## config.mk

```make
export PLATFORM = sky130hd
export DESIGN_NAME = basics_top
export DESIGN_NICKNAME = d
export VERILOG_FILES = /design/src/basics_pkg.sv /design/src/basics_top.sv /design/src/cmd_controller.sv /design/src/cmd_frame_parser.sv /design/src/credit_tx.sv /design/src/param_bank.sv /design/src/resp_fifo.sv
export SDC_FILE = /design/constraint.sdc
export NUM_CORES = 1
export LEC_CHECK = 0
export BUFFER_PORTS_ARGS = -buffer_cell sky130_fd_sc_hd__buf_2
export CORE_UTILIZATION = 49
export DETAILED_ROUTE_END_ITERATION = 12
export GPL_ROUTABILITY_DRIVEN = 0
export GPL_TIMING_DRIVEN = 0
export PLACE_DENSITY = 0.68
export REMOVE_ABC_BUFFERS = 1
export SETUP_SLACK_MARGIN = 0.02
export SKIP_LAST_GASP = 1
export SYNTH_ARGS = -nofsm -noshare
export SYNTH_HDL_FRONTEND = slang
export SYNTH_SLANG_ARGS = --single-unit
```

## constraint.sdc

```tcl
create_clock -name clk -period 7.2 [get_ports clk]
set_input_delay 2.16 -clock clk [delete_from_list [all_inputs] [get_ports clk]]
set_output_delay 2.16 -clock clk [all_outputs]
set_load 0.02 [all_outputs]
```

## src/basics_pkg.sv

```systemverilog
package basics_pkg;

	// Widths with a meaning of their own
	typedef logic [7:0]  byte_t;
	typedef logic [7:0]  i2c_speed_t;
	typedef logic [15:0] i2c_addr_t;
	typedef logic [23:0] gpio_word_t;

	// Command bytes
	localparam byte_t CMD_VERSION    = 8'h76;
	localparam byte_t CMD_QUERY_I2C  = 8'h49;
	localparam byte_t CMD_SET_I2C    = 8'h69;
	localparam byte_t CMD_QUERY_GPIO = 8'h47;
	localparam byte_t CMD_SET_GPIO   = 8'h67;

	// Sub-command bytes
	localparam byte_t SUB_I2C_SPEED  = "c";
	localparam byte_t SUB_I2C_ADDR   = "a";
	localparam byte_t SUB_GPIO_LEVEL = "l";
	localparam byte_t SUB_GPIO_DIR   = "d";
	localparam byte_t SUB_GPIO_INT   = "i";

	// Response codes
	localparam byte_t RESP_ACK = 8'h00;
	localparam byte_t RESP_NAK = 8'h01;

	// Register values after reset
	localparam i2c_speed_t I2C_SPEED_RESET = 8'd99;
	localparam i2c_addr_t  I2C_ADDR_RESET  = 16'hFFFF;
	localparam gpio_word_t GPIO_RESET      = '0;

	typedef struct packed {
		byte_t data;
		logic  valid;
		logic  frame;
	} in_bus_t;

	typedef struct packed {
		byte_t cmd;
		byte_t eid;
		logic  nak;
	} cmd_event_t;

	typedef enum logic [2:0] {
		SEL_NONE,
		SEL_I2C_SPEED,
		SEL_I2C_ADDR,
		SEL_GPIO_LEVEL,
		SEL_GPIO_DIR,
		SEL_GPIO_INT
	} param_sel_t;

	typedef struct packed {
		param_sel_t sel;
		byte_t      data;
		logic       shift;
		logic       commit;
	} param_wr_t;

	typedef struct packed {
		byte_t data;
		logic  last;
	} resp_byte_t;

	typedef enum logic [3:0] {
		ST_IDLE,
		ST_VER,
		ST_QUERY_SUB,
		ST_SET_SUB,
		ST_SET_DATA,
		ST_HDR,
		ST_DATA,
		ST_DRAIN,
		ST_COMMIT
	} ctrl_state_t;

endpackage

```

## src/basics_top.sv

```systemverilog
`timescale 1ns/10ps

module basics_top #(
	parameter basics_pkg::byte_t VERSION_MAJOR = 8'h00,
	parameter basics_pkg::byte_t VERSION_MINOR = 8'h03,
	parameter int                FIFO_DEPTH    = 16,
	parameter int                CREDIT_INIT   = 4
) (
	input  logic                   clk,
	input  logic                   rst,
	input  basics_pkg::in_bus_t    in_bus,
	input  logic                   nak_request,
	input  logic                   credit_return,
	output basics_pkg::resp_byte_t out_byte,
	output logic                   out_valid,
	input  basics_pkg::gpio_word_t gpio_read,
	output basics_pkg::i2c_speed_t i2c_speed,
	output basics_pkg::i2c_addr_t  i2c_addr,
	output basics_pkg::gpio_word_t gpio_level,
	output basics_pkg::gpio_word_t gpio_direction,
	output basics_pkg::gpio_word_t gpio_int_enable
);
	import basics_pkg::*;

	cmd_event_t cmd_event;
	logic       cmd_event_valid;
	byte_t      pay_data;
	logic       pay_valid;
	param_wr_t  param_wr;
	gpio_word_t rd_value;
	logic       push;
	resp_byte_t push_data;
	logic       pop;
	resp_byte_t head;
	logic       empty;
	logic       full;
	logic       tx_busy;

	cmd_frame_parser i_parser (
		.clk             (clk),
		.rst             (rst),
		.in_bus          (in_bus),
		.nak_request     (nak_request),
		.cmd_event       (cmd_event),
		.cmd_event_valid (cmd_event_valid),
		.pay_data        (pay_data),
		.pay_valid       (pay_valid)
	);

	cmd_controller #(
		.VERSION_MAJOR (VERSION_MAJOR),
		.VERSION_MINOR (VERSION_MINOR)
	) i_controller (
		.clk             (clk),
		.rst             (rst),
		.cmd_event       (cmd_event),
		.cmd_event_valid (cmd_event_valid),
		.pay_data        (pay_data),
		.pay_valid       (pay_valid),
		.param_wr        (param_wr),
		.rd_value        (rd_value),
		.push            (push),
		.push_data       (push_data),
		.full            (full),
		.empty           (empty),
		.tx_busy         (tx_busy)
	);

	param_bank i_param_bank (
		.clk             (clk),
		.rst             (rst),
		.param_wr        (param_wr),
		.gpio_read       (gpio_read),
		.rd_value        (rd_value),
		.i2c_speed       (i2c_speed),
		.i2c_addr        (i2c_addr),
		.gpio_level      (gpio_level),
		.gpio_direction  (gpio_direction),
		.gpio_int_enable (gpio_int_enable)
	);

	resp_fifo #(
		.FIFO_DEPTH (FIFO_DEPTH)
	) i_resp_fifo (
		.clk       (clk),
		.rst       (rst),
		.push      (push),
		.push_data (push_data),
		.pop       (pop),
		.head      (head),
		.empty     (empty),
		.full      (full)
	);

	credit_tx #(
		.CREDIT_INIT (CREDIT_INIT)
	) i_credit_tx (
		.clk           (clk),
		.rst           (rst),
		.head          (head),
		.empty         (empty),
		.pop           (pop),
		.credit_return (credit_return),
		.out_byte      (out_byte),
		.out_valid     (out_valid),
		.tx_busy       (tx_busy)
	);

endmodule

```

## src/cmd_controller.sv

```systemverilog
`timescale 1ns/10ps

module cmd_controller #(
	parameter basics_pkg::byte_t VERSION_MAJOR = 8'h00,
	parameter basics_pkg::byte_t VERSION_MINOR = 8'h03
) (
	input  logic                     clk,
	input  logic                     rst,
	input  basics_pkg::cmd_event_t   cmd_event,
	input  logic                     cmd_event_valid,
	input  basics_pkg::byte_t        pay_data,
	input  logic                     pay_valid,
	output basics_pkg::param_wr_t    param_wr,
	input  basics_pkg::gpio_word_t   rd_value,
	output logic                     push,
	output basics_pkg::resp_byte_t   push_data,
	input  logic                     full,
	input  logic                     empty,
	input  logic                     tx_busy
);
	import basics_pkg::*;

	ctrl_state_t state;
	byte_t       cmd_q;
	byte_t       eid_q;
	byte_t       resp_code;
	byte_t       ver_byte;
	param_sel_t  sel_q;
	param_sel_t  sub_sel;
	logic [1:0]  cnt;
	logic [1:0]  hdr_idx;
	logic        after_data;
	logic        after_commit;
	logic        data_is_ver;
	byte_t       data_byte;

	// Map command and sub byte to a register or SEL_NONE
	function automatic param_sel_t decode_sub(input byte_t cmd, input byte_t sub);
		param_sel_t sel;
		sel = SEL_NONE;
		if (cmd == CMD_QUERY_I2C || cmd == CMD_SET_I2C) begin
			case (sub)
				SUB_I2C_SPEED: sel = SEL_I2C_SPEED;
				SUB_I2C_ADDR:  sel = SEL_I2C_ADDR;
				default:       sel = SEL_NONE;
			endcase
		end else if (cmd == CMD_QUERY_GPIO || cmd == CMD_SET_GPIO) begin
			case (sub)
				SUB_GPIO_LEVEL: sel = SEL_GPIO_LEVEL;
				SUB_GPIO_DIR:   sel = SEL_GPIO_DIR;
				SUB_GPIO_INT:   sel = SEL_GPIO_INT;
				default:        sel = SEL_NONE;
			endcase
		end
		return sel;
	endfunction

	// Register width in bytes
	function automatic logic [1:0] sel_width(input param_sel_t sel);
		case (sel)
			SEL_NONE:      return 2'd0;
			SEL_I2C_SPEED: return 2'd1;
			SEL_I2C_ADDR:  return 2'd2;
			default:       return 2'd3;
		endcase
	endfunction

	assign sub_sel = decode_sub(cmd_q, pay_data);

	always_comb begin
		if (data_is_ver) begin
			data_byte = (cnt == 2'd2) ? VERSION_MAJOR : VERSION_MINOR;
		end else begin
			case (cnt)
				2'd3:    data_byte = rd_value[23:16];
				2'd2:    data_byte = rd_value[15:8];
				default: data_byte = rd_value[7:0];
			endcase
		end
	end

	always_comb begin
		push      = 1'b0;
		push_data = '0;
		case (state)
			ST_HDR: begin
				push           = !full;
				push_data.last = (hdr_idx == 2'd2);
				case (hdr_idx)
					2'd0:    push_data.data = resp_code;
					2'd1:    push_data.data = eid_q;
					default: push_data.data = 8'h00;
				endcase
			end
			ST_DATA: begin
				push           = !full;
				push_data.data = data_byte;
				push_data.last = (cnt == 2'd1);
			end
			default: ;
		endcase
	end

	always_comb begin
		param_wr.sel    = sel_q;
		param_wr.data   = pay_data;
		param_wr.shift  = (state == ST_SET_DATA) && pay_valid;
		param_wr.commit = (state == ST_COMMIT);
	end

	always_ff @(posedge clk or posedge rst) begin
		if (rst) begin
			state        <= ST_IDLE;
			sel_q        <= SEL_NONE;
			resp_code    <= RESP_ACK;
			cnt          <= 2'd0;
			hdr_idx      <= 2'd0;
			after_data   <= 1'b0;
			after_commit <= 1'b0;
			data_is_ver  <= 1'b0;
		end else begin
			case (state)
				ST_IDLE: begin
					if (cmd_event_valid) begin
						sel_q        <= SEL_NONE;
						cnt          <= 2'd0;
						hdr_idx      <= 2'd0;
						after_data   <= 1'b0;
						after_commit <= 1'b0;
						data_is_ver  <= 1'b0;
						if (cmd_event.nak) begin
							resp_code <= RESP_NAK;
							state     <= ST_HDR;
						end else begin
							case (cmd_event.cmd)
								CMD_VERSION:                   state <= ST_VER;
								CMD_QUERY_I2C, CMD_QUERY_GPIO: state <= ST_QUERY_SUB;
								CMD_SET_I2C, CMD_SET_GPIO:     state <= ST_SET_SUB;
								default:                       state <= ST_IDLE;
							endcase
						end
					end
				end
				ST_VER: begin
					if (pay_valid) begin
						if (cnt == 2'd0) begin
							cnt <= 2'd1;
						end else begin
							cnt   <= 2'd2;
							state <= ST_HDR;
							if ({ver_byte, pay_data} == {VERSION_MAJOR, VERSION_MINOR}) begin
								resp_code <= RESP_ACK;
							end else begin
								// Mismatch also reports our own version
								resp_code   <= RESP_NAK;
								data_is_ver <= 1'b1;
								after_data  <= 1'b1;
							end
						end
					end
				end
				ST_QUERY_SUB: begin
					if (pay_valid) begin
						state <= ST_HDR;
						if (sub_sel != SEL_NONE) begin
							sel_q      <= sub_sel;
							cnt        <= sel_width(sub_sel);
							resp_code  <= RESP_ACK;
							after_data <= 1'b1;
						end else begin
							resp_code <= RESP_NAK;
						end
					end
				end
				ST_SET_SUB: begin
					if (pay_valid) begin
						if (sub_sel != SEL_NONE) begin
							sel_q <= sub_sel;
							cnt   <= sel_width(sub_sel);
							state <= ST_SET_DATA;
						end else begin
							resp_code <= RESP_NAK;
							state     <= ST_HDR;
						end
					end
				end
				ST_SET_DATA: begin
					if (pay_valid) begin
						cnt <= cnt - 2'd1;
						if (cnt == 2'd1) begin
							resp_code    <= RESP_ACK;
							after_commit <= sel_q inside {SEL_GPIO_LEVEL, SEL_GPIO_DIR, SEL_GPIO_INT};
							state        <= ST_HDR;
						end
					end
				end
				ST_HDR: begin
					if (!full) begin
						hdr_idx <= hdr_idx + 2'd1;
						if (hdr_idx == 2'd2) begin
							if (after_data) begin
								state <= ST_DATA;
							end else if (after_commit) begin
								state <= ST_DRAIN;
							end else begin
								state <= ST_IDLE;
							end
						end
					end
				end
				ST_DATA: begin
					if (!full) begin
						cnt <= cnt - 2'd1;
						if (cnt == 2'd1) begin
							state <= ST_IDLE;
						end
					end
				end
				// GPIO outputs change only once the ACK is fully out
				ST_DRAIN: begin
					if (empty && !tx_busy) begin
						state <= ST_COMMIT;
					end
				end
				ST_COMMIT: state <= ST_IDLE;
				default:   state <= ST_IDLE;
			endcase
		end
	end

	always_ff @(posedge clk) begin
		if (state == ST_IDLE && cmd_event_valid) begin
			cmd_q <= cmd_event.cmd;
			eid_q <= cmd_event.eid;
		end
		if (state == ST_VER && pay_valid && cnt == 2'd0) begin
			ver_byte <= pay_data;
		end
	end

	// GPIO commit only with the queue and the transmitter idle
	commit_after_drain: assert property (@(posedge clk) disable iff (rst)
		param_wr.commit |-> empty && !tx_busy);

endmodule

```

## src/cmd_frame_parser.sv

```systemverilog
`timescale 1ns/10ps

module cmd_frame_parser (
	input  logic                   clk,
	input  logic                   rst,
	input  basics_pkg::in_bus_t    in_bus,
	input  logic                   nak_request,
	output basics_pkg::cmd_event_t cmd_event,
	output logic                   cmd_event_valid,
	output basics_pkg::byte_t      pay_data,
	output logic                   pay_valid
);
	import basics_pkg::*;

	logic       frame_q;
	logic       active;
	logic [1:0] hdr_cnt;
	logic       frame_start;
	logic       known_cmd;

	// First valid byte of a new frame is the command
	assign frame_start = in_bus.valid && in_bus.frame && !frame_q;

	always_comb begin
		case (in_bus.data)
			CMD_VERSION, CMD_QUERY_I2C, CMD_SET_I2C,
			CMD_QUERY_GPIO, CMD_SET_GPIO: known_cmd = 1'b1;
			default:                      known_cmd = 1'b0;
		endcase
	end

	always_ff @(posedge clk or posedge rst) begin
		if (rst) begin
			frame_q         <= 1'b0;
			active          <= 1'b0;
			hdr_cnt         <= 2'd0;
			cmd_event_valid <= 1'b0;
			pay_valid       <= 1'b0;
		end else begin
			frame_q         <= in_bus.frame;
			cmd_event_valid <= 1'b0;
			pay_valid       <= 1'b0;
			if (frame_start) begin
				// Unknown commands are dropped unless a NAK is forced
				active  <= known_cmd || nak_request;
				hdr_cnt <= 2'd1;
			end else if (!in_bus.frame) begin
				active <= 1'b0;
			end else if (active && in_bus.valid) begin
				case (hdr_cnt)
					2'd1: hdr_cnt <= 2'd2;
					2'd2: begin
						// Length byte, ignored
						hdr_cnt         <= 2'd3;
						cmd_event_valid <= 1'b1;
					end
					default: pay_valid <= 1'b1;
				endcase
			end
		end
	end

	always_ff @(posedge clk) begin
		if (frame_start) begin
			cmd_event.cmd <= in_bus.data;
			cmd_event.nak <= nak_request;
		end
		if (active && in_bus.valid && hdr_cnt == 2'd1) begin
			cmd_event.eid <= in_bus.data;
		end
		if (in_bus.valid) begin
			pay_data <= in_bus.data;
		end
	end

	valid_inside_frame: assert property (@(posedge clk) disable iff (rst)
		$rose(in_bus.valid) |-> in_bus.frame);

endmodule

```

## src/credit_tx.sv

```systemverilog
`timescale 1ns/10ps

module credit_tx #(
	parameter int CREDIT_INIT = 4
) (
	input  logic                   clk,
	input  logic                   rst,
	input  basics_pkg::resp_byte_t head,
	input  logic                   empty,
	output logic                   pop,
	input  logic                   credit_return,
	output basics_pkg::resp_byte_t out_byte,
	output logic                   out_valid,
	output logic                   tx_busy
);
	import basics_pkg::*;

	localparam int CR_W = $clog2(CREDIT_INIT + 1);

	logic [CR_W-1:0] credits;

	// Send whenever something is queued and the receiver has room
	assign pop     = !empty && (credits != '0);
	assign tx_busy = out_valid;

	always_ff @(posedge clk or posedge rst) begin
		if (rst) begin
			credits   <= CR_W'(CREDIT_INIT);
			out_valid <= 1'b0;
		end else begin
			out_valid <= pop;
			case ({pop, credit_return})
				2'b10:   credits <= credits - 1'b1;
				2'b01:   credits <= credits + 1'b1;
				default: credits <= credits;
			endcase
		end
	end

	always_ff @(posedge clk) begin
		if (pop) begin
			out_byte <= head;
		end
	end

	// Receiver never returns more than it was given
	credit_bound: assert property (@(posedge clk) disable iff (rst)
		credits <= CR_W'(CREDIT_INIT));

endmodule

```

## src/param_bank.sv

```systemverilog
`timescale 1ns/10ps

module param_bank (
	input  logic                   clk,
	input  logic                   rst,
	input  basics_pkg::param_wr_t  param_wr,
	input  basics_pkg::gpio_word_t gpio_read,
	output basics_pkg::gpio_word_t rd_value,
	output basics_pkg::i2c_speed_t i2c_speed,
	output basics_pkg::i2c_addr_t  i2c_addr,
	output basics_pkg::gpio_word_t gpio_level,
	output basics_pkg::gpio_word_t gpio_direction,
	output basics_pkg::gpio_word_t gpio_int_enable
);
	import basics_pkg::*;

	// GPIO values collect here until the ACK has left
	gpio_word_t level_stage;
	gpio_word_t dir_stage;
	gpio_word_t int_stage;

	always_ff @(posedge clk or posedge rst) begin
		if (rst) begin
			i2c_speed       <= I2C_SPEED_RESET;
			i2c_addr        <= I2C_ADDR_RESET;
			gpio_level      <= GPIO_RESET;
			gpio_direction  <= GPIO_RESET;
			gpio_int_enable <= GPIO_RESET;
		end else begin
			if (param_wr.shift) begin
				case (param_wr.sel)
					SEL_I2C_SPEED: i2c_speed <= param_wr.data;
					SEL_I2C_ADDR:  i2c_addr  <= {i2c_addr[7:0], param_wr.data};
					default: ;
				endcase
			end
			if (param_wr.commit) begin
				case (param_wr.sel)
					SEL_GPIO_LEVEL: gpio_level      <= level_stage;
					SEL_GPIO_DIR:   gpio_direction  <= dir_stage;
					SEL_GPIO_INT:   gpio_int_enable <= int_stage;
					default: ;
				endcase
			end
		end
	end

	always_ff @(posedge clk) begin
		if (param_wr.shift) begin
			case (param_wr.sel)
				SEL_GPIO_LEVEL: level_stage <= {level_stage[15:0], param_wr.data};
				SEL_GPIO_DIR:   dir_stage   <= {dir_stage[15:0], param_wr.data};
				SEL_GPIO_INT:   int_stage   <= {int_stage[15:0], param_wr.data};
				default: ;
			endcase
		end
	end

	// Read mux, right-aligned; level reads back the pins
	always_comb begin
		case (param_wr.sel)
			SEL_I2C_SPEED:  rd_value = {16'h0000, i2c_speed};
			SEL_I2C_ADDR:   rd_value = {8'h00, i2c_addr};
			SEL_GPIO_LEVEL: rd_value = gpio_read;
			SEL_GPIO_DIR:   rd_value = gpio_direction;
			SEL_GPIO_INT:   rd_value = gpio_int_enable;
			default:        rd_value = '0;
		endcase
	end

endmodule

```

## src/resp_fifo.sv

```systemverilog
`timescale 1ns/10ps

module resp_fifo #(
	parameter int FIFO_DEPTH = 16
) (
	input  logic                   clk,
	input  logic                   rst,
	input  logic                   push,
	input  basics_pkg::resp_byte_t push_data,
	input  logic                   pop,
	output basics_pkg::resp_byte_t head,
	output logic                   empty,
	output logic                   full
);
	import basics_pkg::*;

	localparam int PTR_W = $clog2(FIFO_DEPTH);
	localparam int CNT_W = $clog2(FIFO_DEPTH + 1);

	resp_byte_t       mem [FIFO_DEPTH];
	logic [PTR_W-1:0] wr_ptr;
	logic [PTR_W-1:0] rd_ptr;
	logic [CNT_W-1:0] count;
	logic             do_push;
	logic             do_pop;

	// Wraps for depths that are not a power of two too
	function automatic logic [PTR_W-1:0] next_ptr(input logic [PTR_W-1:0] ptr);
		return (ptr == PTR_W'(FIFO_DEPTH - 1)) ? '0 : ptr + 1'b1;
	endfunction

	assign empty   = (count == '0);
	assign full    = (count == CNT_W'(FIFO_DEPTH));
	assign do_push = push && !full;
	assign do_pop  = pop && !empty;
	assign head    = mem[rd_ptr];

	always_ff @(posedge clk or posedge rst) begin
		if (rst) begin
			wr_ptr <= '0;
			rd_ptr <= '0;
			count  <= '0;
		end else begin
			if (do_push) begin
				wr_ptr <= next_ptr(wr_ptr);
			end
			if (do_pop) begin
				rd_ptr <= next_ptr(rd_ptr);
			end
			case ({do_push, do_pop})
				2'b10:   count <= count + 1'b1;
				2'b01:   count <= count - 1'b1;
				default: count <= count;
			endcase
		end
	end

	always_ff @(posedge clk) begin
		if (do_push) begin
			mem[wr_ptr] <= push_data;
		end
	end

	no_pop_when_empty: assert property (@(posedge clk) disable iff (rst)
		pop |-> !empty);

endmodule

```

==> run metrics <==
outcome finished clean; Clock power frac 0.339; critical path fanouts, max 15; Slowest-stage cell, CP inv_1; power share of the combinational group 0.203; antenna diode count 0; PwrDens 332 nW/um^2; worst r2r src i_resp_fifo.count[0]; worst-skew pair later-pin latency ~0.55 ns; maximum VDD drop 0.220 mV; worst min path class flop to flop; fin. max-slew vios 0; asr flop ratio synth 0.329; Initial Utilization 0.499; Post-Route WL 36700 um; Synth Instances 997; core footprint 33500 sq um; GRT Total Usage 0.210; DRT antenna net count 0; CTS tree built; FILL cells 2589; max cap viols 0; number of enable flip-flop cells after synthesis 273; RSZ-0062 raised after global routing false; sw power approximately 1800 uW; required arrival time at the worst endpoint 7.60 ns; Worst slew margin 0.106; clk sinks 407; DR vias/cell 5.75; layout cells sized above 1 0.348; vias in the first global route between 9000 and 10000; area leader, netlist edfxtp_1; site row count 67; clk buf depth 3; FF-to-FF path depth 12; fin crit period 3.65 ns; total CTS buffers 42; root buffer cell clkbuf_16; sequential area share after synthesis 0.692; drt pass-1 iters 5; Mapped Area 16700 sq um; postcts setup bufs 0; Die X 187 um; Sequential Power Share 0.458; Worst-path clk slew roughly 0.060 ns; RR Endpoint i_resp_fifo.count[4]; Max stage delay on crit path around 0.58 ns; Nets ~1200; Final Hold Violating Endpoints 0; Slew @ Worst Pin approximately 1.3 ns; Hold Path End i_controller.eid_q[0]; Setup CP Type flop to flop; H-tree depth 2; grt total ovfl 0; first-pass GRT wire length approximately 56000 um; Die Area 34900 sq um; Avg Synthesized Cell Area around 17 sq um; Synth Warn # 0; Overall Power 6440 uW; number of I/O port buffers 143; area delta synth->final 15.8%; Post-CTS Resized 0; unique cell type count in the Yosys netlist between 70 and 80; final core occ 0.577; top-area cell type share of the netlist area 0.490; Static Leakage 0.00754 uW; Max Clk Rate 274 MHz; hold path cells 0; final worst path period share 0.507; worst path cell trace or4_4, o32ai_1, inv_1, ha_1, inv_1, fa_1, inv_1, a21o_1, a21oi_1, xnor2_1, nor2_1, xor2_1; die height 187 um; crit-path most repeated cell inv_1; setup violators final 0; Pint 4610 uW; initial antenna violation count 1; hold_buf cts 0; largest net degree at the start of global routing 93; worst hold path startpoint i_parser.cmd_event[1]; DRC violations left 0; Switching Share 0.283; internal reg-to-reg setup slack 3.55 ns; FF+latch count, synth about 400; DR iter-0 viols 784; Worst setup EP type flop; largest cells by area after synthesis edfxtp_1, dfrtp_1, mux4_2; DR WL/cell 22.6 um; crit start category flop; via count slightly above 9000; I/O pins 144; Setup Skew 0.0421 ns; Primary FF master, synth edfxtp_1; Arr. time, crit path approximately 4.1 ns; dpl hpwl 24000 um
[how the worst max path moves through the flow]
stage                    startpoint                               end  slack (ns)  cells after the start
6_report       i_resp_fifo.count[0]              i_resp_fifo.count[4]        3.55                     12
5_1_grt        i_resp_fifo.count[0]              i_resp_fifo.count[4]        3.28                     12
4_1_cts        i_resp_fifo.count[0]              i_resp_fifo.count[4]        3.53                     12
3_5_place_dp           gpio_read[8]             i_resp_fifo.mem[0][1]        3.16                      6
3_3_place_gp                    rst  i_param_bank.gpio_int_enable[16]       -0.46                      2
2_1_floorplan                   rst         i_controller.after_commit        1.49                      1
[metrics by stage]
step	instance area [sq um]	worst slack (ns)	hold slack, ns	std cells	setup TNS (ns)
CTS	19300	3.53	0.416	1624	0
global route	19400	3.28	0.425	1624	0
finish	19400	3.55	0.415	1624	0
floorplan	16500	1.49	0.400	947	0
global placement	17800	-0.458	0.407	1538	-49.86
detailed placement	17900	3.16	0.406	1547	0
[per-layer routing]
layer  track usage  part of all wire
met1         0.295              0.44
met2         0.339              0.48
met3        0.0344             0.052
met4        0.0656             0.024
met5             0                 0
[cells by family after synthesis]
family,after synthesis,share of synthesized area
flops,407,0.692
simple gates,160,0.0510
xor+xnor,10,0.00524
compound gates,145,0.0636
fa+ha+maj,21,0.0166
buf+inv,74,0.0200
mux,180,0.151
[registers in the layout, summed over array words and instances, names as in the netlist, 3 cells and up]
name                          count
i_controller.cmd_q                7
i_controller.eid_q                8
i_controller.sel_q                3
i_controller.state                4
i_controller.ver_byte             8
i_credit_tx.credits               3
i_credit_tx.out_byte              9
i_param_bank.dir_stage           24
i_param_bank.gpio_direction      24
i_param_bank.gpio_int_enable     24
i_param_bank.gpio_level          24
i_param_bank.i2c_addr            16
i_param_bank.i2c_speed            8
i_param_bank.int_stage           24
i_param_bank.level_stage         24
i_parser.cmd_event               17
i_parser.pay_data                 8
i_resp_fifo.count                 5
i_resp_fifo.mem                 144
i_resp_fifo.rd_ptr                4
i_resp_fifo.wr_ptr                4
[worst max-delay path, delay by kind of cell, from the launching register on]
| kind | cells | cell delay, ns |
|---|---|---|
| buffers and inverters | 3 | 0.76 |
| AND/OR/NAND/NOR | 2 | 0.63 |
| adder cells (fa/ha/maj) | 2 | 0.65 |
| XOR/XNOR | 2 | 0.28 |
| flip-flops | 1 | 0.44 |
| AO/OA/AOI/OAI | 3 | 0.78 |
[power groups by stage]
| stage | Clock (uW) | Combinational, uW | Sequential, uW |
|---|---|---|---|
| 2_1_floorplan | 0 | 905 | 2990 |
| 3_3_place_gp | 0 | 1200 | 3050 |
| 3_5_place_dp | 0 | 1310 | 3000 |
| 4_1_cts | 2210 | 1320 | 2950 |
| 5_1_grt | 2300 | 1440 | 2970 |
| 6_report | 2180 | 1310 | 2950 |
[synthesized netlist by cell type (12+ instances only)]
| cell | count |
|---|---|
| edfxtp_1 | 273 |
| dfrtp_1 | 113 |
| mux2_2 | 89 |
| mux4_2 | 45 |
| nand2_1 | 40 |
| nor2_1 | 39 |
| mux2i_1 | 35 |
| o21ai_0 | 27 |
| inv_1 | 23 |
| clkbuf_1 | 21 |
| dfstp_2 | 21 |
| ha_1 | 19 |
| buf_2 | 18 |
| o2bb2ai_1 | 16 |
| a21oi_1 | 15 |
| a22oi_1 | 15 |
| nand2b_1 | 12 |
[layout by cell type (no fill, tap or decap), types with 21 or more instances in the layout]
master     Yosys  routed
buf_2         18     143
clkbuf_16      0      43
dfrtp_1      113     110
dfstp_2       21      21
edfxtp_1     273     273
inv_1         23      22
mux2_2        89      89
mux2i_1       35      35
mux4_2        45      45
nand2_1       40      40
nor2_1        39      39
o21ai_0       27      27
[layout make-up]
cell class / instances / area (sq um) / area share
clock buffer: 49 / 1110 / 0.0573
clock inverter: 28 / 293 / 0.0151
inverter: 24 / 95.1 / 0.00491
multi-input combinational: 516 / 4840 / 0.250
sequential: 407 / 11600 / 0.598
tap: 448 / 561 / 0.0290
timing repair buffer: 152 / 872 / 0.0451
(Power assumes the default switching activity.)
